`src/rtl/hist_pkg.sv`:
```
package hist_pkg;

   localparam int PIX_W      = 8;                  // bits per pixel
   localparam int NUM_BINS   = 256;                // bins per color
   localparam int NUM_COLORS = 4;                  // r, gr, gb, b
   localparam int DIM_W      = 13;                 // pairs per line or lines per frame
   localparam int REG_DATA_W = 16;                 // register write data
   localparam int COUNT_W    = 18;                 // one bin count

   typedef logic [PIX_W-1:0]              pix_t;
   typedef logic [$clog2(NUM_BINS)-1:0]   bin_idx_t;
   typedef logic [$clog2(NUM_COLORS)-1:0] color_t;    // {row parity, column parity}
   typedef logic [COUNT_W-1:0]            hist_count_t;
   typedef logic [DIM_W-1:0]              dim_t;

   localparam hist_count_t COUNT_MAX = '1;        // counts stick here

   typedef struct packed {
      color_t   color;                             // selects the counter
      bin_idx_t bin;                               // bin inside that counter
   } hist_addr_t;

   typedef enum logic [2:0] {
      REG_LEFT   = 3'd0,                           // window left, in pixels
      REG_TOP    = 3'd1,                           // window top, in lines
      REG_WIDTH  = 3'd2,
      REG_HEIGHT = 3'd3,
      REG_RADDR  = 3'd4                            // readout start address
   } reg_addr_e;

   typedef struct packed {
      dim_t left;                                  // pairs
      dim_t top;                                   // lines
      dim_t width;                                 // pairs
      dim_t height;                                // lines
   } win_cfg_t;

   typedef struct packed {
      logic     strobe;                            // one pixel for this color
      bin_idx_t bin;
   } bin_req_t;

   typedef struct packed {
      logic bank;                                  // bank being written this frame
      logic clear;                                 // zeroing the write bank
   } frame_ctl_t;

endpackage

```
`src/rtl/hist_config.sv`:
```
`timescale 1ns/1ps

module hist_config import hist_pkg::*; (
   input  logic                  pclk2x,
   input  logic                  rst_n,
   input  logic                  reg_wr,     // write strobe
   input  reg_addr_e             reg_addr,
   input  logic [REG_DATA_W-1:0] reg_wdata,
   output win_cfg_t              win_cfg     // to the window logic
);

   // window values are in pixels on the bus, always even
   // so bit 0 is dropped and the registers hold pairs

   always_ff @(posedge pclk2x or negedge rst_n) begin
      if (!rst_n) begin
         win_cfg <= '0;                                   // empty window until set
      end else if (reg_wr) begin
         case (reg_addr)
            REG_LEFT:   win_cfg.left   <= reg_wdata[DIM_W:1];
            REG_TOP:    win_cfg.top    <= reg_wdata[DIM_W:1];
            REG_WIDTH:  win_cfg.width  <= reg_wdata[DIM_W:1];
            REG_HEIGHT: win_cfg.height <= reg_wdata[DIM_W:1];
            default: ;                                    // raddr lives in readout
         endcase
      end
   end

endmodule

```
`config.mk`:
```
export PLATFORM = sky130hd
export DESIGN_NAME = hist_config
export DESIGN_NICKNAME = d
export VERILOG_FILES = /design/src/rtl/hist_pkg.sv /design/src/rtl/hist_config.sv
export SDC_FILE = /design/constraint.sdc
export NUM_CORES = 1
export LEC_CHECK = 0
export BUFFER_PORTS_ARGS = -buffer_cell sky130_fd_sc_hd__buf_2
export CAP_MARGIN = 20
export CELL_PAD_IN_SITES_DETAIL_PLACEMENT = 1
export CELL_PAD_IN_SITES_GLOBAL_PLACEMENT = 2
export CORE_MARGIN = 2
export CORE_UTILIZATION = 37
export CTS_BUF_LIST = sky130_fd_sc_hd__clkbuf_2
export DETAILED_ROUTE_END_ITERATION = 8
export PLACE_DENSITY_LB_ADDON = 0.1
export SLEW_MARGIN = 10
export SYNTH_ARGS = -nofsm -noshare
export SYNTH_HDL_FRONTEND = slang
export SYNTH_SLANG_ARGS = --single-unit
```
`constraint.sdc`:
```
create_clock -name pclk2x -period 1.7 [get_ports pclk2x]
set_input_delay 0.51 -clock pclk2x [delete_from_list [all_inputs] [get_ports pclk2x]]
set_output_delay 0.51 -clock pclk2x [all_outputs]
set_load 0.01 [all_outputs]
```
==> key figures <==
STA
  • RSZ-0062 raised after global routing: no
  • Hold Vio Cnt, Final: 0
  • Final period util: 88.45%
  • Max frequency: 0.6650 GHz
  • Final setup fails: 0
  • Worst-Margin Slew: 0.2791 ns
  • Final TNS setup: 0 ns
  • Max transition margin: 81.39%
  • Clk_skew: 0 ns
  • Fin. max-slew vios: 0
  • Min cycle time layout: 1.504 ns

Floorplanning
  • Die outline area: 0.005990 mm^2
  • Die X: between 70 and 80 um
  • IO Pins: 74
  • Chip height: between 70 and 80 um
  • Core area: around 0.0051 mm^2
  • Initial Utilization: 38.78%
  • Row count: 26

Place
  • Post-DP HPWL: 3.191 mm
  • I/O Buffers: 70
  • Global placement routability congestion: 0.6960

Clock tree
  • Worst-path clk slew: 0.24 ns
  • CTS resizes: 0
  • Clock Latency Late Sink: 0.40 ns
  • CTS tree: built
  • Clock sinks: 52
  • Cts hold-fix bufs: 0
  • Maximum buffer depth of the clock tree: 2
  • TritonCTS Buffers: 5
  • Clock Tree Root: clkbuf_2
  • Post-CTS setup buffers: 0
  • H-tree levels: 2

Layout
  • Most frequent cells in the layout: buf_2, mux2_2, dfrtp_1
  • Fillers: 549
  • N_diodes: 0
  • Regs by FF count: win_cfg (52)
  • Final core utilization: 48.17%
  • Area delta synth->final: 24.23%
  • Most common cell after layout, fill and taps aside: buf_2
  • Share of layout cells above drive strength 1: 71.43%
  • Post-layout net count: 210
  • Max FFs per register: 52
  • Biggest register: win_cfg

Critical path
  • Crit-path slowest cell: dfrtp_1
  • Worst path max stage delay: 0.45 ns
  • WP data required: 1.19 ns
  • CP Capture Type: output port
  • Crit path max-delay family: flip-flops
  • R2r setup slk: 0.91 ns
  • Buffers & Inverters on Critical Path: 1
  • Critical Path Start Type: flip-flop
  • CP Class: reg -> out
  • Max FO, Critical Path: 2
  • Crit path arrival time: 0.99 ns
  • CP cell instances: buf_2

Status
  • Outcome: complete, no violations

Yosys
  • Post-synthesis sequential area ratio: 65.29%
  • Mean Syn Cell Area: roughly 18 um^2
  • Gate Count Post-Synth: 112
  • Yosys Warn Count: 0
  • Netlist cell types: 7
  • Post-synth top area cell: dfrtp_1
  • Synth top area share: about two thirds
  • Synthesized area: 0.001993 mm^2
  • Flops & latches, synth: 52
  • Top cells by area, synth: dfrtp_1, mux2_2, buf_6, and4bb_4, nor4b_4
  • Syn Nets: between 100 and 150

Pwr
  • Pleak: 1.188 nW
  • Gate power share: 27.4%
  • Worst IR Drop VDD: between 0.0004 and 0.0005 V
  • Register share of total power: approximately 57%
  • P_sw: roughly 0.86 mW
  • Pwr/cell area: 1160 mW/mm^2
  • Switch share: 30.01%
  • P_int: ~2 mW
  • Clock power frac: 15.6%

Detailed routing
  • Routed via count: 1213
  • Antenna Nets Post-Route: 0
  • Vias per inst: 4.683
  • Routed len/inst: 16.81 um
  • Wire length after detailed routing: 4.354 mm
  • DR pass1 iterations: 4
  • Starting DRT DRC Count: 37
  • Residual DRC: 0

Global routing
  • Via count of the first global-routing pass: 1408
  • First-pass GRT wire length: ~7.2 mm
  • Tot GR Track Use: 15.68%
  • Initial antenna violation count: 0
  • Gr ovfl total: 0
  • Largest net degree at the start of global routing: 53

Hold path
  • Worst Hold Class: in -> async

Job
  • Max_cap viols: 0
[cell families (layout without fill, tap and decap cells)]
kind of cell,after synthesis,after routing,synth area share (%)
buffers and inverters,4,81,2.072
and+or+nand+nor,4,4,3.264
DFF,52,52,65.29
muxes,52,52,29.38
[synth_stat cells]
cell and n:
and4bb_4 2, dfrtp_1 52, buf_6 3, mux2_2 52, nand4b_1 1, nor4b_4 1
buf_4 1
[layer usage]
| metal | wire length (um) | track usage [%] | vias to the layer above |
|---|---|---|---|
| met1 | 1677 | 17.11 | 623 |
| met2 | 2392 | 29.65 | 41 |
| met3 | 251 | 4.651 | 4 |
| li1 | - | - | 545 |
| met5 | 0 | 0 | - |
| met4 | 34 | 3.750 | 0 |
[layout make-up]
class,count,area (um^2),share of cell area [%]
Multi-Input combinational cell,56,650.6,26.28
Timing Repair Buffer,73,397.9,16.07
Tap cell,70,87.58,3.537
Clock buffer,5,25.02,1.011
Clock inverter,3,13.76,0.5558
Sequential cell,52,1301,52.55
[stage by stage]
| step | instances | setup slack, ns | cell area [um^2] | hold WS (ns) | total power [mW] |
|---|---|---|---|---|---|
| 2_1_floorplan | 112 | 0.2072 | 1993 | 0.2144 | 2.056 |
| 5_1_grt | 259 | 0.09882 | 2476 | 0.007405 | 3.069 |
| 4_1_cts | 259 | 0.1498 | 2476 | 0.02455 | 2.935 |
| 3_3_place_gp | 251 | 0.04473 | 2437 | 0.4843 | 2.426 |
| 3_5_place_dp | 251 | 0.01995 | 2437 | 0.4892 | 2.481 |
| 6_report | 259 | 0.1963 | 2476 | 0.05443 | 2.873 |
[power groups by stage]
stage	clock, mW	sequential (mW)	combinational (mW)
after floorplan	0	1.79	0.262
after CTS	0.480	1.65	0.808
final	0.449	1.64	0.787
after detailed placement	0	1.67	0.807
after global routing	0.533	1.68	0.857
after global placement	0	1.65	0.779
[path summary, 6_finish.rpt]
check / cells after the start / endpoint / from
max: 1 / win_cfg[27] / win_cfg[27]
min: 2 / win_cfg[6] / rst_n
max reg2reg: 1 / win_cfg[5] / win_cfg[5]
min reg2reg: 1 / win_cfg[3] / win_cfg[3]
max in group asynchronous: 2 / win_cfg[15] / rst_n
min in group pclk2x: 2 / win_cfg[21] / reg_wdata[9]
No activity file was read; power rests on OpenSTA's default activity.
