**config.mk**
```make
export PLATFORM = sky130hd
export DESIGN_NAME = hist_readout
export DESIGN_NICKNAME = d
export VERILOG_FILES = /design/src/rtl/hist_pkg.sv /design/src/rtl/hist_readout.sv
export SDC_FILE = /design/constraint.sdc
export NUM_CORES = 1
export LEC_CHECK = 0
export BUFFER_PORTS_ARGS = -buffer_cell sky130_fd_sc_hd__buf_2
export CAP_MARGIN = 20
export CORE_MARGIN = 2
export CORE_UTILIZATION = 42
export CTS_CLUSTER_SIZE = 20
export DETAILED_ROUTE_END_ITERATION = 8
export PLACE_DENSITY = 0.88
export SLEW_MARGIN = 20
export SYNTH_ARGS = -nofsm -noshare
export SYNTH_HDL_FRONTEND = slang
export SYNTH_SLANG_ARGS = --single-unit
```
**constraint.sdc**
```tcl
create_clock -name pclk2x -period 1.95 [get_ports pclk2x]
set_input_delay 0.195 -clock pclk2x [delete_from_list [all_inputs] [get_ports pclk2x]]
set_output_delay 0.195 -clock pclk2x [all_outputs]
set_load 0.01 [all_outputs]
```
**src/rtl/hist_pkg.sv**
```systemverilog
package hist_pkg;

   localparam int PIX_W      = 8;                  // bits per pixel
   localparam int NUM_BINS   = 256;                // bins per color
   localparam int NUM_COLORS = 4;                  // r, gr, gb, b
   localparam int DIM_W      = 13;                 // pairs per line or lines per frame
   localparam int REG_DATA_W = 16;                 // register write data
   localparam int COUNT_W    = 18;                 // one bin count

   typedef logic [PIX_W-1:0]              pix_t;
   typedef logic [$clog2(NUM_BINS)-1:0]   bin_idx_t;
   typedef logic [$clog2(NUM_COLORS)-1:0] color_t;    // {row parity, column parity}
   typedef logic [COUNT_W-1:0]            hist_count_t;
   typedef logic [DIM_W-1:0]              dim_t;

   localparam hist_count_t COUNT_MAX = '1;        // counts stick here

   typedef struct packed {
      color_t   color;                             // selects the counter
      bin_idx_t bin;                               // bin inside that counter
   } hist_addr_t;

   typedef enum logic [2:0] {
      REG_LEFT   = 3'd0,                           // window left, in pixels
      REG_TOP    = 3'd1,                           // window top, in lines
      REG_WIDTH  = 3'd2,
      REG_HEIGHT = 3'd3,
      REG_RADDR  = 3'd4                            // readout start address
   } reg_addr_e;

   typedef struct packed {
      dim_t left;                                  // pairs
      dim_t top;                                   // lines
      dim_t width;                                 // pairs
      dim_t height;                                // lines
   } win_cfg_t;

   typedef struct packed {
      logic     strobe;                            // one pixel for this color
      bin_idx_t bin;
   } bin_req_t;

   typedef struct packed {
      logic bank;                                  // bank being written this frame
      logic clear;                                 // zeroing the write bank
   } frame_ctl_t;

endpackage

```
**src/rtl/hist_readout.sv**
```systemverilog
`timescale 1ns/1ps

module hist_readout import hist_pkg::*; (
   input  logic                  pclk2x,
   input  logic                  rst_n,
   input  logic                  reg_wr,
   input  reg_addr_e             reg_addr,
   input  logic [REG_DATA_W-1:0] reg_wdata,
   input  logic                  rd_next,                 // step to the next count
   output bin_idx_t              rd_bin,                  // to every counter
   output logic                  rd_en,
   input  hist_count_t           rd_count [NUM_COLORS],
   output hist_count_t           hist_data,
   output logic                  rd_valid                 // two cycles after the command
);

   hist_addr_t rd_ptr;                                     // address last read
   hist_addr_t nxt_addr;
   logic       load;
   logic       rd_cmd;
   color_t     col_d;                                      // color of the read in flight
   logic       vld_d;

   assign load   = reg_wr && (reg_addr == REG_RADDR);
   assign rd_cmd = load || rd_next;

   // address goes to the memories in the command cycle, pointer wraps at 1023
   assign nxt_addr = load ? hist_addr_t'(reg_wdata[$bits(hist_addr_t)-1:0])
                          : hist_addr_t'(rd_ptr + 1'b1);
   assign rd_bin   = nxt_addr.bin;
   assign rd_en    = rd_cmd;

   always_ff @(posedge pclk2x or negedge rst_n) begin
      if (!rst_n) begin
         rd_ptr   <= '0;
         vld_d    <= 1'b0;
         rd_valid <= 1'b0;
      end else begin
         if (rd_cmd) rd_ptr <= nxt_addr;
         vld_d    <= rd_cmd;                               // memory data out next cycle
         rd_valid <= vld_d;
      end
   end

   always_ff @(posedge pclk2x) begin
      if (rd_cmd) col_d <= nxt_addr.color;
      if (vld_d)  hist_data <= rd_count[col_d];           // pick the addressed color
   end

endmodule

```
==> flow_summary.yaml <==
status:
  status: "finished, final reports clean"
synth:
  yosysMostFrequentCell: "edfxtp_1"
  ys_top_cells_by_count: "20 x edfxtp_1, 18 x mux4_2, 12 x dfrtp_1"
  yosysTopAreaCell: "edfxtp_1"
  synth_cell_type_count: 27
  synthTopCellsByArea: "edfxtp_1 32%, mux4_2 21%, dfrtp_1 16%, buf_4 4.0%, a31oi_1 3.3%"
  yosys_register_bits: 32
  ys_warn_count: 0
  synth.avg_cell_area_um2: 13.10
  synth_flop_cell: "edfxtp_1"
  synth_area_um2: 1899
  ys_seq_area_frac: 0.4743
  async_flop_share: 0.3750
  synth_nets: 241
  syn_inst: 145
  yosysTopAreaCellShare: 0.3162
  synth_edf_count: 20
sta:
  min_period_ps: 1860
  worst-slew-pin-transition_ps: 733.3
  drv_slew: 0
  setup_viol: 0
  fmax_mhz: 537.8
  finalClockSkew_ps: 7.263
  rsz0062_at_grt: "no"
  slew_headroom: 0.5111
  worst_slack_ps: 90.43
  fin_crit_sh: 0.9536
  finalHoldViolCount: 0
worst_setup_path:
  critical_path.max_fanout: 8
  crit_type: "register to output port"
  reg2regPathDepth: 5
  end_kind: "output port"
  startpoint_type: "register"
  critPathArrivalTime_ps: 1660
  rrSetupSlack_ps: 240
  required_ps: 1750
die:
  die_w_um: 71.25
  start_util: 0.4362
  die-area_um2: 5076
  rows: 24
  ios: 123
  fp.dieH_um: 71.25
  coreArea_um2: 4354
power:
  pwr-share-comb: 0.432
  power.total_w: 0.003041
  power_per_cell_area_nw_per_um2: 1145
  p_int_w: 0.001990
  power_frac_seq: 0.367
  irDropWorstVdd_mv: 0.5802
  switching_share: 0.3457
  power_frac_clock: 0.201
  leakagePower_nw: 1.149
  p_sw_w: 0.001051
final_layout:
  area_growth_syn_to_layout_pct: 39.86
  nets: 357
  antenna_cells: 0
  layout-drive-gt1-share: 0.6069
global_route:
  grt_use_met3: 0.05485
  grt-busiest-layer: "met2"
  antenna_found_initial: 0
  grt_usage: 0.1939
  grt_pass1_vias: 1621
  grt_max_degree: 27
  grt_pass1_wl_um: 7562
  use_met1: 0.2239
  overflow: 0
  use_met2: 0.3591
route:
  drt-pass1-iter-count: 4
  drc: 0
  vias: 1689
  drt-initial-drc-count: 72
  viasPerCell: 5.379
  routedWlPerCell_um: 16.08
  routed_wl_um: 5050
  ant_nets: 0
placed_design:
  pre_cts_ws_ps: 168.4
  detailed_place_hpwl_um: 3943
  place_congestion: 0.8462
  port_buffers: 116
clock_tree:
  clkTransAtPathRegs_ps: 70
  cts_buffers: 5
  clkLatencyLatePin_ps: 280
  cts_tree: "done"
  clock_sinks: 32
  h-tree-depth: 2
  cts_buffer_depth: 2
  root_buffer: "clkbuf_8"
worst_hold_path:
  hold_depth: 3
  hold_path_class: "primary input to register"
flow_run:
  drv_cap: 0
==> layout by cell type, fill, tap and decap left out <==
cell,synthesis,routed
o31ai_1,7,7
ha_4,0,1
buf_4,10,11
nand4bb_1,1,1
a31oi_1,10,10
mux2i_1,1,1
nor2_1,8,8
dlygate4sd3_1,0,1
o21ai_0,6,6
inv_1,1,1
nor4bb_1,1,1
a21oi_1,6,6
xor2_1,5,5
nand4_1,3,3
mux4_2,18,18
or4_1,7,7
clkbuf_8,0,5
clkinv_1,0,2
dfrtp_1,12,7
dfrtp_2,0,5
xnor2_1,2,2
edfxtp_1,20,20
nand3_4,0,2
bufinv_16,0,1
or3_1,3,3
nand3_1,2,2
nand2_1,10,10
buf_2,3,116
==> power by group through the flow <==
| stage | Clock (W) | Sequential [W] | Combinational (W) |
|---|---|---|---|
| 6_report | 0.000610 | 0.00112 | 0.00131 |
| 5_1_grt | 0.000653 | 0.00114 | 0.00145 |
| 4_1_cts | 0.000625 | 0.00110 | 0.00124 |
| 3_5_place_dp | 0 | 0.00113 | 0.00116 |
| 3_3_place_gp | 0 | 0.00112 | 0.00112 |
| 2_1_floorplan | 0 | 0.00110 | 0.000956 |
==> metrics by stage <==
step	hold slack [ps]	cells	util	cell area, um^2	setup TNS (ps)
after floorplan	-100.6	145	-	1899	0
after global placement	93.99	298	0.5635	2454	0
after detailed placement	102.7	298	0.5635	2454	0
after CTS	128.9	309	0.5966	2597	-15.38
after global routing	178.8	314	0.6101	2656	0
final	132.5	314	0.6101	2656	0
==> sequential cells by signal (all words and copies together) (netlist names) <==
signal     count
col_d          2
hist_data     18
vld_d          1
rd_valid       1
rd_ptr        10
==> cells by family after synthesis <==
group                      after synthesis  share of synthesized area
xor gates and xnor gates                 7                    0.03228
adders and majority gates                1                   0.006587
and+or+nand+nor                         37                     0.1100
AOI/OAI and AO/OA                       29                    0.09223
DFF                                     32                     0.4743
buffers and inverters                   20                    0.06587
muxes                                   19                     0.2187
==> timing repair <==
item	CTS	global route
endpoints found under the setup margin	3	3
buffers inserted	2	5
hold endpoints to repair	12	0
hold buffers	1	0
pin swaps	0	3
resized for setup	4	5
==> area by class of cell <==
class / count / area [um^2]
Timing Repair Buffer: 128 / 673.1
Clock inverter: 3 / 37.54
Fill cell: 357 / 1698
Sequential cell: 32 / 907.1
Multi-Input combinational cell: 93 / 900.9
Clock buffer: 5 / 68.82
Tap cell: 52 / 65.06
Inverter: 1 / 3.754
==> per-layer routing <==
layer / wire, um / vias to the layer above
met2: 2659 / 85
met5: 0 / -
li1: - / 806
met1: 1923 / 790
met3: 411 / 8
met4: 55 / 0
==> critical path, cell delays in order, from the launching register on <==
cell,delay [ps]
dfrtp_2,420
nand3_4,130
buf_4,180
or3_1,340
a31oi_1,160
buf_2,150
==> worst paths after layout <==
check                              from   endpoint
max in group asynchronous         rst_n  rd_ptr[4]
hold reg to reg               rd_ptr[9]  rd_ptr[9]
min in group asynchronous         rst_n  rd_ptr[9]
hold / removal             reg_wdata[0]  rd_ptr[0]
setup / recovery              rd_ptr[1]  rd_bin[5]
setup reg to reg              rd_ptr[1]   col_d[0]
No activity file was read; power rests on OpenSTA's default activity.
