===== src/rtl/hist_pkg.sv =====
package hist_pkg;

   localparam int PIX_W      = 8;                  // bits per pixel
   localparam int NUM_BINS   = 256;                // bins per color
   localparam int NUM_COLORS = 4;                  // r, gr, gb, b
   localparam int DIM_W      = 13;                 // pairs per line or lines per frame
   localparam int REG_DATA_W = 16;                 // register write data
   localparam int COUNT_W    = 18;                 // one bin count

   typedef logic [PIX_W-1:0]              pix_t;
   typedef logic [$clog2(NUM_BINS)-1:0]   bin_idx_t;
   typedef logic [$clog2(NUM_COLORS)-1:0] color_t;    // {row parity, column parity}
   typedef logic [COUNT_W-1:0]            hist_count_t;
   typedef logic [DIM_W-1:0]              dim_t;

   localparam hist_count_t COUNT_MAX = '1;        // counts stick here

   typedef struct packed {
      color_t   color;                             // selects the counter
      bin_idx_t bin;                               // bin inside that counter
   } hist_addr_t;

   typedef enum logic [2:0] {
      REG_LEFT   = 3'd0,                           // window left, in pixels
      REG_TOP    = 3'd1,                           // window top, in lines
      REG_WIDTH  = 3'd2,
      REG_HEIGHT = 3'd3,
      REG_RADDR  = 3'd4                            // readout start address
   } reg_addr_e;

   typedef struct packed {
      dim_t left;                                  // pairs
      dim_t top;                                   // lines
      dim_t width;                                 // pairs
      dim_t height;                                // lines
   } win_cfg_t;

   typedef struct packed {
      logic     strobe;                            // one pixel for this color
      bin_idx_t bin;
   } bin_req_t;

   typedef struct packed {
      logic bank;                                  // bank being written this frame
      logic clear;                                 // zeroing the write bank
   } frame_ctl_t;

endpackage


===== src/rtl/pixel_window.sv =====
`timescale 1ns/1ps

module pixel_window import hist_pkg::*; #(
   parameter int CLEAR_LEN = NUM_BINS                     // cycles spent zeroing a bank
) (
   input  logic        pclk2x,
   input  logic        rst_n,
   input  logic        frame_run,                         // level, high for the frame
   input  logic        line_run,                          // level, high for a line
   input  logic [15:0] pix_pair,                          // low byte is the even column
   input  logic        pix_vld,
   input  logic [1:0]  bayer_phase,
   input  win_cfg_t    win_cfg,
   output bin_req_t    bin_req [NUM_COLORS],              // one request per color counter
   output frame_ctl_t  frame_ctl                          // shared by all counters
);

   localparam int CNT_W = $clog2(CLEAR_LEN + 1);

   typedef enum logic [1:0] {
      IDLE,                                               // between frames
      CLEAR,                                              // zeroing the new write bank
      ACTIVE                                              // counting pixels
   } state_e;

   state_e           state;
   logic             frame_run_d;
   logic             line_run_d;
   logic             frame_start;
   logic             line_start;
   logic             line_end;
   logic [CNT_W-1:0] clr_cnt;
   logic             bank;
   logic [1:0]       phase_q;
   dim_t             x_cnt;
   dim_t             x_cur;
   dim_t             y_cnt;
   logic [DIM_W:0]   x_end;
   logic [DIM_W:0]   y_end;
   logic             x_in;
   logic             y_in;
   logic             pair_ok;
   color_t           lo_color;
   color_t           hi_color;
   pix_t             lo_pix;
   pix_t             hi_pix;

   assign frame_start = frame_run & ~frame_run_d;          // first cycle of a frame
   assign line_start  = line_run & ~line_run_d;
   assign line_end    = ~line_run & line_run_d;

   always_ff @(posedge pclk2x or negedge rst_n) begin
      if (!rst_n) begin
         frame_run_d <= 1'b0;
         line_run_d  <= 1'b0;
      end else begin
         frame_run_d <= frame_run;
         line_run_d  <= line_run;
      end
   end

   // frame sequencer; bank flips as the clear begins
   always_ff @(posedge pclk2x or negedge rst_n) begin
      if (!rst_n) begin
         state   <= IDLE;
         clr_cnt <= '0;
         bank    <= 1'b0;
      end else if (frame_start) begin
         state   <= CLEAR;                                // restart even mid-frame
         clr_cnt <= '0;
         bank    <= ~bank;                                // old bank now readable
      end else begin
         case (state)
            CLEAR: begin
               clr_cnt <= clr_cnt + 1'b1;
               if (clr_cnt == CNT_W'(CLEAR_LEN - 1)) state <= ACTIVE;
            end
            ACTIVE: if (!frame_run) state <= IDLE;
            default: state <= IDLE;
         endcase
      end
   end

   assign frame_ctl.bank  = bank;
   assign frame_ctl.clear = (state == CLEAR);

   always_ff @(posedge pclk2x) begin
      if (frame_start) phase_q <= bayer_phase;            // held for the whole frame
   end

   // pair column within the line, row within the frame
   assign x_cur = line_start ? '0 : x_cnt;                 // pair may come with the edge

   always_ff @(posedge pclk2x or negedge rst_n) begin
      if (!rst_n) begin
         x_cnt <= '0;
         y_cnt <= '0;
      end else begin
         if (pix_vld && line_run) x_cnt <= x_cur + 1'b1;
         else if (line_start)     x_cnt <= '0;
         if (frame_start)         y_cnt <= '0;
         else if (line_end)       y_cnt <= y_cnt + 1'b1;
      end
   end

   // one extra bit so left+width past the dimension range still compares right
   assign x_end = {1'b0, win_cfg.left} + {1'b0, win_cfg.width};
   assign y_end = {1'b0, win_cfg.top} + {1'b0, win_cfg.height};
   assign x_in  = (x_cur >= win_cfg.left) && ({1'b0, x_cur} < x_end);
   assign y_in  = (y_cnt >= win_cfg.top) && ({1'b0, y_cnt} < y_end);

   assign pair_ok = pix_vld && line_run && (state == ACTIVE) && x_in && y_in;

   assign lo_pix   = pix_pair[7:0];
   assign hi_pix   = pix_pair[15:8];
   assign lo_color = {y_cnt[0] ^ phase_q[1],  phase_q[0]}; // even column
   assign hi_color = {y_cnt[0] ^ phase_q[1], ~phase_q[0]}; // odd column, other color

   // the two bytes never share a color, so each counter gets at most one
   always_ff @(posedge pclk2x or negedge rst_n) begin
      if (!rst_n) begin
         for (int c = 0; c < NUM_COLORS; c++) begin
            bin_req[c] <= '0;
         end
      end else begin
         for (int c = 0; c < NUM_COLORS; c++) begin
            bin_req[c].strobe <= pair_ok &&
                                 ((color_t'(c) == lo_color) || (color_t'(c) == hi_color));
            bin_req[c].bin    <= (color_t'(c) == lo_color) ? lo_pix : hi_pix;
         end
      end
   end

endmodule


===== config.mk =====
export PLATFORM = sky130hd
export DESIGN_NAME = pixel_window
export DESIGN_NICKNAME = d
export VERILOG_FILES = /design/src/rtl/hist_pkg.sv /design/src/rtl/pixel_window.sv
export SDC_FILE = /design/constraint.sdc
export NUM_CORES = 1
export LEC_CHECK = 0
export BUFFER_PORTS_ARGS = -buffer_cell sky130_fd_sc_hd__buf_2
export CAP_MARGIN = 20
export CORE_ASPECT_RATIO = 0.9
export CORE_UTILIZATION = 30
export CTS_CLUSTER_SIZE = 25
export DETAILED_ROUTE_END_ITERATION = 7
export GPL_ROUTABILITY_DRIVEN = 0
export PLACE_DENSITY = 0.56
export SLEW_MARGIN = 20
export SYNTH_ARGS = -nofsm -noshare
export SYNTH_HDL_FRONTEND = slang
export SYNTH_SLANG_ARGS = --single-unit

===== constraint.sdc =====
create_clock -name pclk2x -period 7.25 [get_ports pclk2x]
set_clock_uncertainty 0.15 [all_clocks]
set_input_delay 0.3625 -clock pclk2x [delete_from_list [all_inputs] [get_ports pclk2x]]
set_output_delay 0.3625 -clock pclk2x [all_outputs]
set_load 0.005 [all_outputs]

==> reports/metrics.cfg, run 1 <==
[sta]
slew_viol_final = 0
finalSetupViolations = 0
max_freq_mhz = 281
period_share = 0.491
rsz0062_at_grt = false
finalHoldViolCount = 0
worst_pin_slew_ps = 967
setup_tns_ps = 0
fin_crit_ps = 3560
relSlewSlack = 0.355

[place]
io_buffers = 112
place_area_um2 = 6440
detailed_place_hpwl_mm = 9.82

[logic_synthesis]
synth.distinct_cells = 56
synth_mux_area_frac = 0.0698
ys_seq_elements = 76
ys.flop_type = dfrtp_1
synth_compound_area_frac = 0.145
yosys-top-cells-area = dfrtp_1 33%, ha_1 18%, mux2_2 6.6%
synthArstFlopShare = 0.974
synth_most_common_cell = ha_1
synthXorXnorAreaFrac = 0.0687
ys_seq_area_frac = 0.341
syn-num-nets = 731
yosysWarnings = 0
avgSynthCellArea_um2 = 9.78
postSynthCellCount = 574
synth-simple-area-share = 0.155
synth_area_um2 = 5610
synth_edf_count = 2
synth_top_family_by_area = adder cells
synth_top_cells_by_count = 80 x ha_1, 74 x dfrtp_1, 43 x nor2_1, 38 x inv_1, 37 x nand2_1
synth_top_area_share = 0.330
synth_area_leader_cell = dfrtp_1
synthAdderAreaFrac = 0.185

[cells_and_area]
area_growth_pct = 20.3
n_antenna_cell = 0
final_layout_size_suffix_gt1_frac = 0.251
multi_input_comb_area_um2 = 3500
final_cell_area_um2 = 6750
fin_nets = 845
regArea_um2 = 1910
fillers = 1907

[outcome]
status = finished clean

[critical_path]
cp-end-kind = flip-flop
rr_startpoint = line_run_d
critPathKind = input pin to flip-flop
crit_start = win_cfg[26]
worstSetupStartpointType = input pin
rrSetupSlack_ps = 4450
cp_max_fo = 3
cp_data_required_time_ps = 7280
worstPathArrival_ps = 3590

[floorplanning]
floorplan.rows = 47
start_util = 0.306
dieArea_um2 = 19300
core_um2 = 18300
io_pins = 113
fp.dieW_um = 146
die_y_um = 132

[power]
power.density_nw_per_um2 = 192
p_leak_nw = 3.40
pwr-share-seq = 0.382
p_int_mw = 0.920
vdd_drop_max_uv = 124
swShare = 0.289
p_sw_mw = 0.373
clockPowerShare = 0.365
comb_power_share = 0.253

[clocking]
root_buffer = clkbuf_16
cts_hold_buf = 0
cts_buffers = 9
clock_latency_ps = 330
htreeDepth = 3
cts_resized = 0
post-cts-setup-buffers = 0
clockBufferDepth = 2
cts_tree = built
cts.clk_slew.worst_paths_ps = 60
cts.sinks = 76

[route]
top_layer = met4
drt_iter0_drc = 211
wl_met1_mm = 6.40
viasPerCell = 4.71
wire_per_inst_um = 13.3
wirelength_mm = 12.4
firstDrtPassIters = 4
met2WireLength_mm = 5.55
ant_nets = 0
met3_length_um = 409
drcViolationCount = 0
vias = 4412

[global_routing]
grt_max_degree = 75
track_usage = 0.133
overflow = 0
antenna_found_initial = 0
grt_pass1_vias = 4260
grt_pass1_wl_mm = 20.9

[min_path]
hold_class = input pin to asynchronous set/reset pin

[run]
max-cap-violations = 0

## worst max-delay path: stages
cell and delay [ps]:
buf_2 90, ha_1 200, inv_1 70, fa_1 400, nor2b_1 160, o31a_1 200, o211ai_2 120, a211oi_1 430
nor3_1 110, nor3b_1 230, ha_1 170, or2b_2 300, or4b_1 550, o211ai_2 120, nor4_1 80
## final timing paths
check | endpoint | depth (start not counted)
worst max-delay path | bin_req[17] | 15
worst min-delay path | bin_req[29] | 1
worst max register to register | bin_req[17] | 9
worst min register to register | bank | 1
max in group asynchronous | y_cnt[3] | 1
min in group pclk2x | frame_run_d | 1
## cell type report
type | count | share of cell area
sequential | 76 | 0.283
tap | 245 | 0.0454
inverter | 38 | 0.0211
multi-input combinational | 450 | 0.519
clock inverter | 6 | 0.0133
clock buffer | 9 | 0.0334
timing repair buffer | 113 | 0.0845
## routing by layer
| layer | GRT usage | up-vias |
|---|---|---|
| met1 | 0.185 | 2032 |
| met2 | 0.212 | 72 |
| met3 | 0.0277 | 9 |
| met4 | 0.0237 | 0 |
| met5 | 0 | - |
| li1 | - | 2299 |
## metrics by stage
step           hold slack, ps   util  power [mW]  worst slack, ps  std cells
3_5_place_dp              302  0.351       0.832             3350        922
4_1_cts                  41.5  0.368        1.31             3690        937
2_1_floorplan           -83.1      -       0.721             3840        574
6_report                 44.9  0.368        1.29             3690        937
5_1_grt                  42.7  0.368        1.38             3510        937
3_3_place_gp              311  0.351       0.832             3420        922
## power groups by stage
stage	sequential [mW]	clock (mW)	combinational (mW)
after floorplan	0.500	0	0.221
after global placement	0.502	0	0.330
after detailed placement	0.502	0	0.329
after CTS	0.495	0.486	0.332
after global routing	0.500	0.505	0.372
final	0.494	0.473	0.327
## sequential cells by signal, indices dropped and copies added (netlist names)
register,flops
y_cnt,13
line_run_d,1
bin_req,34
clr_cnt,9
x_cnt,13
bank,1
state,2
frame_run_d,1
phase_q,2
## cells by family (layout without fill, tap and decap cells)
| kind of cell | count (synthesis) | after routing |
|---|---|---|
| AO/OA/AOI/OAI | 118 | 118 |
| XOR/XNOR | 44 | 44 |
| adder cells (fa/ha/maj) | 82 | 82 |
| buffers and inverters | 48 | 166 |
| flip-flops | 76 | 76 |
| multiplexers | 35 | 35 |
| AND/OR/NAND/NOR | 171 | 171 |
## placed cells by master (no fill, tap or decap), drive strengths merged, types with 11 or more instances in the layout
cell type / instances
mux2: 33
dfrtp: 74
xor2: 28
buf: 113
nor2b: 11
ha: 80
nand2: 37
and2: 14
inv: 38
o21ai: 26
nand3: 11
nor2: 44
xnor2: 16
nand4: 11
a21o: 17
a21oi: 31
No activity file was read; power rests on OpenSTA's default activity.
==> run 2, diff against run 1 <==
--- a/config.mk
+++ b/config.mk
@@ -5,6 +5,7 @@
 export SDC_FILE = /design/constraint.sdc
 export NUM_CORES = 1
 export LEC_CHECK = 0
+export ABC_AREA = 1
 export BUFFER_PORTS_ARGS = -buffer_cell sky130_fd_sc_hd__buf_2
 export CAP_MARGIN = 20
 export CORE_ASPECT_RATIO = 0.9
==> constraint.sdc (replaced) <==
create_clock -name pclk2x -period 3.5 [get_ports pclk2x]
set_clock_uncertainty 0.15 [all_clocks]
set_input_delay 0.175 -clock pclk2x [delete_from_list [all_inputs] [get_ports pclk2x]]
set_output_delay 0.175 -clock pclk2x [all_outputs]
set_load 0.005 [all_outputs]
==> run 2 against run 1 <==
Worst setup slack got worse by 2900 ps; register-to-register slack got worse by 3500 ps; wire length increased by 4.0%; critical path depth increased by 2; synthesized area increased by 2.1%; synthesized cell count increased by 27%; hold slack improved by 260 ps; clock power increased by 97%; largest power group unchanged.
==> reports/metrics.cfg, run 2 <==
[clocking]
cts_hold_buf = 30  ; was 0
cts.sinks = 76  ; unchanged
cts_buffers = 9  ; unchanged
root_buffer = clkbuf_16  ; unchanged
cts_tree = built  ; unchanged
clockBufferDepth = 2  ; unchanged
clock_latency_ps = 320  ; was 330 ps
cts.clk_slew.worst_paths_ps = 60  ; about the same
post-cts-setup-buffers = 0  ; unchanged
cts_resized = 0  ; unchanged
htreeDepth = 3  ; unchanged

[cells_and_area]
final_common_cell = nand2_1  ; was buf_2
multi_input_comb_area_um2 = 3340  ; was 3500 µm²
fin_cells = 1123  ; was 937
final_cell_mix = 147 x nand2_1, 111 x buf_2, 109 x inv_1, 80 x ha_1, 74 x dfrtp_1  ; was 111 x buf_2, 80 x ha_1, 74 x dfrtp_1, 43 x nor2_1, 38 x inv_1
n_antenna_cell = 0  ; unchanged
reg.largest.list = bin_req: 34 flops, x_cnt: 13 flops, y_cnt: 13 flops  ; unchanged
regArea_um2 = 1910  ; unchanged
largest_register = bin_req  ; unchanged
fin_nets = 1030  ; was 845
largest_register_ffs = 34  ; unchanged
final_layout_size_suffix_gt1_frac = 0.180  ; was 0.251
area_growth_pct = 24.9  ; was 20.3%
fillers = 1952  ; was 1907

[critical_path]
r2r_end = bin_req[17]  ; unchanged
worstSetupStartpointType = input pin  ; unchanged
r2r_cells = 13  ; was 9
critPathKind = input pin to flip-flop  ; unchanged
worstPathArrival_ps = 2760  ; was 3590 ps
cp_max_fo = 3  ; unchanged
cp_data_required_time_ps = 3560  ; was 7280 ps
rr_startpoint = line_run_d  ; unchanged
cp-end-kind = flip-flop  ; unchanged
rrSetupSlack_ps = 1000  ; was 4450 ps

[floorplanning]
fp.dieW_um = 148  ; was 146 µm
io_pins = 113  ; unchanged
die_y_um = 133  ; was 132 µm
floorplan.rows = 47  ; unchanged
start_util = 0.309  ; was 0.306
dieArea_um2 = 19700  ; was 19300 µm²
core_um2 = 18500  ; was 18300 µm²

[global_routing]
grt_max_degree = 75  ; unchanged
grt_pass1_vias = 4755  ; was 4260
grt_pass1_wl_mm = 21.9  ; was 20.9 mm
track_usage = 0.136  ; was 0.133
antenna_found_initial = 0  ; unchanged
overflow = 0  ; unchanged

[logic_synthesis]
synthAdderAreaFrac = 0.182  ; was 0.185
ys_seq_area_frac = 0.334  ; was 0.341
synth_top_area_share = 0.323  ; was 0.330
synth_most_common_cell = nand2_1  ; was ha_1
synthXorXnorAreaFrac = 0.0489  ; was 0.0687
synth_area_um2 = 5730  ; was 5610 µm²
synth_top_cells_by_count = 147 x nand2_1, 109 x inv_1, 80 x ha_1, 74 x dfrtp_1, 59 x o21ai_0  ; was 80 x ha_1, 74 x dfrtp_1, 43 x nor2_1, 38 x inv_1, 37 x nand2_1
synth_area_leader_cell = dfrtp_1  ; unchanged
synth_top_family_by_area = simple AND/OR/NAND/NOR gates  ; was adder cells
yosysWarnings = 0  ; unchanged
synth-simple-area-share = 0.227  ; was 0.155
synth.distinct_cells = 41  ; was 56
synthArstFlopShare = 0.974  ; unchanged
postSynthCellCount = 728  ; was 574
ys_seq_elements = 76  ; unchanged
syn-num-nets = 885  ; was 731
yosys-top-cells-area = dfrtp_1 32%, ha_1 17%, nand2_1 9.6%  ; was dfrtp_1 33%, ha_1 18%, mux2_2 6.6%
synth_compound_area_frac = 0.124  ; was 0.145
avgSynthCellArea_um2 = 7.87  ; was 9.78 µm²
synth_edf_count = 2  ; unchanged
synth_mux_area_frac = 0.00197  ; was 0.0698
ys.flop_type = dfrtp_1  ; unchanged

[route]
wire_per_inst_um = 11.5  ; was 13.3 µm
viasPerCell = 4.39  ; was 4.71
wl_met1_mm = 6.85  ; was 6.40 mm
vias = 4925  ; was 4412
ant_nets = 0  ; unchanged
met2WireLength_mm = 5.65  ; was 5.55 mm
drcViolationCount = 0  ; unchanged
firstDrtPassIters = 4  ; unchanged
wirelength_mm = 12.9  ; was 12.4 mm
top_layer = met4  ; unchanged
drt_iter0_drc = 184  ; was 211
met3_length_um = 262  ; was 409 µm

[place]
dp.cells = 1077  ; was 922
io_buffers = 112  ; unchanged
detailed_place_hpwl_mm = 10.3  ; was 9.82 mm

[power]
p_leak_nw = 3.81  ; was 3.40 nW
power.density_nw_per_um2 = 360  ; was 192 nW/µm²
vdd_drop_max_uv = 260  ; was 124 µV

[sta]
max_freq_mhz = 371
period_share = 0.771
relSlewSlack = 0.364  ; was 0.355
slew_viol_final = 0  ; unchanged
worst_pin_slew_ps = 950  ; was 967 ps
setup_tns_ps = 0  ; unchanged
finalSetupViolations = 0  ; unchanged
rsz0062_at_grt = false  ; unchanged
fin_crit_ps = 2700
finalHoldViolCount = 0  ; unchanged

[min_path]
hold_class = flip-flop to flip-flop  ; was input pin to asynchronous set/reset pin
worst_hold_path.num_cells = 1
holdPathEnd = x_cnt[5]
holdCritStartpoint = x_cnt[5]

[outcome]
status = finished clean  ; unchanged

[run]
max-cap-violations = 0  ; unchanged

-- run 2: cell types whose count changed after synthesis, sizes merged, moves of 13 or more --
cell	previous run	this run
inv	38	112
nand2	37	154
a21oi	31	52
mux2	33	1
nand3	11	33
and2	14	0
a21o	17	4
o21ai	26	62
nor2	44	62
-- run 2: how the worst max path moves through the flow --
stage	startpoint	endpoint	cells past startpoint
global placement	win_cfg[13]	bin_req[17]	17
global route	win_cfg[26]	bin_req[35]	16
floorplan	win_cfg[13]	bin_req[17]	16
detailed placement	win_cfg[26]	bin_req[17]	17
finish	win_cfg[13]	bin_req[17]	17
CTS	win_cfg[26]	bin_req[35]	16
-- run 2: logic make-up (layout without fill, tap and decap cells) --
group	Yosys count	count (layout)
adders and majority gates	82	82
buffers and inverters	123	273
DFF	76	76
AOI/OAI and AO/OA	134	134
muxes	1	1
xor gates and xnor gates	32	32
and+or+nand+nor	280	280
-- run 2: routing by layer --
metal	vias up	track usage
met5	-	0
met4	0	0.0384
met3	14	0.0130
met2	65	0.217
met1	2164	0.194
li1	2682	-
-- run 2: report_power, final --
group          total [mW]  internal (mW)  switching, mW
registers           0.990          0.957         0.0333
clock network       0.931          0.574          0.357
logic               0.655          0.283          0.372
total                2.58           1.81          0.763
-- run 2: through the flow --
stage | hold slack (ps) | setup slack, ps | area [µm²] | util | total power [mW]
6_report | 302 | 801 | 7160 | 0.386 | 2.58
5_1_grt | 316 | 490 | 7160 | 0.386 | 2.76
4_1_cts | 300 | 780 | 7160 | 0.386 | 2.62
3_5_place_dp | 176 | 443 | 6560 | 0.354 | 1.64
3_3_place_gp | 170 | 507 | 6560 | 0.354 | 1.63
2_1_floorplan | -271 | 871 | 5730 | - | 1.42
-- run 2: cell type report --
cell class	instances	share of cell area
clock inverter	5	0.00804
multi-input combinational	529	0.467
tap	245	0.0428
sequential	76	0.267
clock buffer	11	0.0339
timing repair buffer	142	0.121
inverter	115	0.0605
-- run 2: critical path, cell delays in order --
cell and delay [ps]:
buf_2 100, ha_1 230, fa_1 420, nand3_1 100, nand2_1 120, a21boi_0 290
o21ai_0 190, xnor2_1 160, ha_1 280, inv_1 40, o31a_1 260, nand2_1 80
nand2_1 50, nand2_1 50, nand2_1 60, nand3_1 100, nor2_1 50
==> run 3, diff against run 2 <==
==> constraint.sdc (replaced) <==
create_clock -name pclk2x -period 2.82 [get_ports pclk2x]
set_clock_uncertainty 0.15 [all_clocks]
set_input_delay 0.141 -clock pclk2x [delete_from_list [all_inputs] [get_ports pclk2x]]
set_output_delay 0.141 -clock pclk2x [all_outputs]
set_load 0.005 [all_outputs]
==> run 3 against run 2 <==
Register-to-register slack lost 690 ps; combinational power is 27% higher; highest routed layer unchanged; first-iteration DRC count up 25%; hold slack got worse by 6.8 ps; clock power increased by 26%; global-route usage is 0.40 points higher; largest power group unchanged; critical path depth stayed put.
==> reports/metrics.cfg, run 3 (same netlist as run 2, synthesis figures left out) <==
[critical_path]
worstSetupStartpointType = input pin  ; unchanged
cp_num_buf_inv = 2  ; unchanged
rr_startpoint = y_cnt[0]  ; was line_run_d
cp_data_required_time_ps = 2880  ; was 3560 ps
critPathTopFamily = adder cells  ; unchanged
cp-end-kind = flip-flop  ; unchanged
worstPathArrival_ps = 2630  ; was 2760 ps
r2r_cells = 5  ; was 13
cpPeakStageDelay_ps = 420  ; about the same
critPathKind = input pin to flip-flop  ; unchanged
crit_chain = buf_2 > ha_1 > fa_1 > nand3_1 > nand2_1 > a21boi_0 > o21ai_0 > xnor2_1 > ha_1 > inv_1 > o31a_1 > nand2_1 > nand2_1 > nand2_1 > nand2_1 > nand3_1 > nor2_1  ; unchanged
crit_top_cell = nand2_1  ; unchanged
rrSetupSlack_ps = 310  ; was 1000 ps
cp_slowest_cell = fa_1  ; unchanged
r2r_end = bin_req[16]  ; was bin_req[17]
cp_max_fo = 2  ; was 3

[power]
swShare = 0.300  ; was 0.296
pwr-share-seq = 0.381  ; was 0.384
clockPowerShare = 0.361  ; about the same
power.density_nw_per_um2 = 446  ; was 360 nW/µm²
p_leak_nw = 3.87  ; was 3.81 nW
comb_power_share = 0.258  ; was 0.254
vdd_drop_max_uv = 293  ; was 260 µV
p_sw_mw = 0.971  ; was 0.763 mW
p_int_mw = 2.26  ; was 1.81 mW

[floorplanning]
die_y_um = 133  ; unchanged
dieArea_um2 = 19700  ; unchanged
start_util = 0.309  ; unchanged
io_pins = 113  ; unchanged
floorplan.rows = 47  ; unchanged
core_um2 = 18500  ; unchanged
fp.dieW_um = 148  ; unchanged

[cells_and_area]
final_common_cell = nand2_1  ; unchanged
final_cell_mix = 147 x nand2_1, 111 x buf_2, 109 x inv_1, 80 x ha_1, 74 x dfrtp_1  ; unchanged
largest_register_ffs = 34  ; unchanged
largest_register = bin_req  ; unchanged
n_antenna_cell = 0  ; unchanged
final_cell_area_um2 = 7250  ; was 7160 µm²
reg.largest.list = bin_req: 34 flops, x_cnt: 13 flops, y_cnt: 13 flops  ; unchanged
area_growth_pct = 26.6  ; was 24.9%
fin_nets = 1040  ; was 1030
final_core_util = 0.392  ; was 0.386
final_layout_size_suffix_gt1_frac = 0.191  ; was 0.180

[clocking]
post-cts-setup-buffers = 0  ; unchanged
htreeDepth = 3  ; unchanged
cts.clk_slew.worst_paths_ps = 60  ; about the same
cts_buffers = 9  ; unchanged
clock_latency_ps = 320  ; about the same
cts_tree = built  ; unchanged
clockBufferDepth = 2  ; unchanged
cts.sinks = 76  ; unchanged
root_buffer = clkbuf_16  ; unchanged

[sta]
setup_tns_ps = 0  ; unchanged
finalHoldViolCount = 0  ; unchanged
max_freq_mhz = 388
relSlewSlack = 0.375  ; was 0.364
setup_ws_ps = 243  ; was 801 ps
slew_viol_final = 0  ; unchanged
period_share = 0.914
finalSetupViolations = 0  ; unchanged
worst_pin_slew_ps = 937  ; was 950 ps
rsz0062_at_grt = false  ; unchanged
fin_crit_ps = 2580

[place]
dp_slack_ps = -81.0  ; was 443 ps
place_area_um2 = 6630  ; was 6560 µm²
io_buffers = 112  ; unchanged
detailed_place_hpwl_mm = 10.5  ; was 10.3 mm

[run]
max-cap-violations = 0  ; unchanged

[route]
ant_nets = 0  ; unchanged
drt_iter0_drc = 230  ; was 184
drcViolationCount = 0  ; unchanged
vias = 5122  ; was 4925
firstDrtPassIters = 5  ; was 4
wirelength_mm = 13.1  ; was 12.9 mm
wire_per_inst_um = 11.6  ; was 11.5 µm
viasPerCell = 4.52  ; was 4.39

[min_path]
holdPathEnd = x_cnt[5]  ; unchanged
hold_class = flip-flop to flip-flop  ; unchanged
worst_hold_path.num_cells = 1  ; unchanged
holdCritStartpoint = x_cnt[5]  ; unchanged

[global_routing]
overflow = 0  ; unchanged
grt_max_degree = 75  ; unchanged
grt_pass1_vias = 4883  ; was 4755
antenna_found_initial = 0  ; unchanged
track_usage = 0.140  ; was 0.136
grt_pass1_wl_mm = 22.5  ; was 21.9 mm

[outcome]
status = finished clean  ; unchanged

[run 3: worst max path at each step]
stage | slack (ps) | to | depth (start not counted) | startpoint
2_1_floorplan | 220 | bin_req[17] | 16 | win_cfg[13]
3_5_place_dp | -80 | bin_req[17] | 17 | win_cfg[26]
3_3_place_gp | -20 | bin_req[17] | 17 | win_cfg[13]
6_report | 240 | bin_req[17] | 17 | win_cfg[13]
5_1_grt | 30 | bin_req[16] | 5 | y_cnt[0]
4_1_cts | 190 | bin_req[17] | 14 | line_run
[run 3: cell type report]
| cell class | instances | area, µm² |
|---|---|---|
| inverters | 115 | 435 |
| well taps | 245 | 307 |
| multi-input cells | 529 | 3350 |
| fillers | 1916 | 11300 |
| clock inverters | 4 | 37.5 |
| clock buffers | 12 | 278 |
| repair buffers | 152 | 938 |
| flip-flops and latches | 76 | 1910 |
[run 3: metrics by stage]
stage          instances  power [mW]  hold slack [ps]
2_1_floorplan        728        1.77             -305
3_3_place_gp        1087        2.04              136
3_5_place_dp        1087        2.05              136
4_1_cts             1133        3.29              298
5_1_grt             1133        3.47              333
6_report            1133        3.23              295
[run 3: routing by layer]
metal,vias to the layer above,global-route usage,share of wire
met5,-,0,0
met4,0,0.0344,0.011
met3,10,0.0144,0.030
met2,78,0.229,0.45
met1,2317,0.197,0.51
li1,2717,-,-
[run 3: worst reg2reg max path, cell delays in order (launching register included)]
cell           delay, ps
dfrtp_1              430
or2_2                140
nand2_1              150
nor2_1               740
o21ai_0              190
dlygate4sd3_1        600
[run 3: power by group through the flow]
stage	Combinational [mW]	Sequential, mW	Clock, mW
2_1_floorplan	0.515	1.25	0
3_3_place_gp	0.787	1.25	0
3_5_place_dp	0.799	1.25	0
4_1_cts	0.844	1.23	1.21
5_1_grt	0.969	1.24	1.26
6_report	0.834	1.23	1.17
[run 3: what timing repair did]
| action | 4_1_cts | 5_1_grt |
|---|---|---|
| setup endpoints to repair | 0 | 2 |
| resized for setup | 0 | 2 |
| hold endpoints to repair | 112 | 0 |
| hold buffers | 30 | 0 |
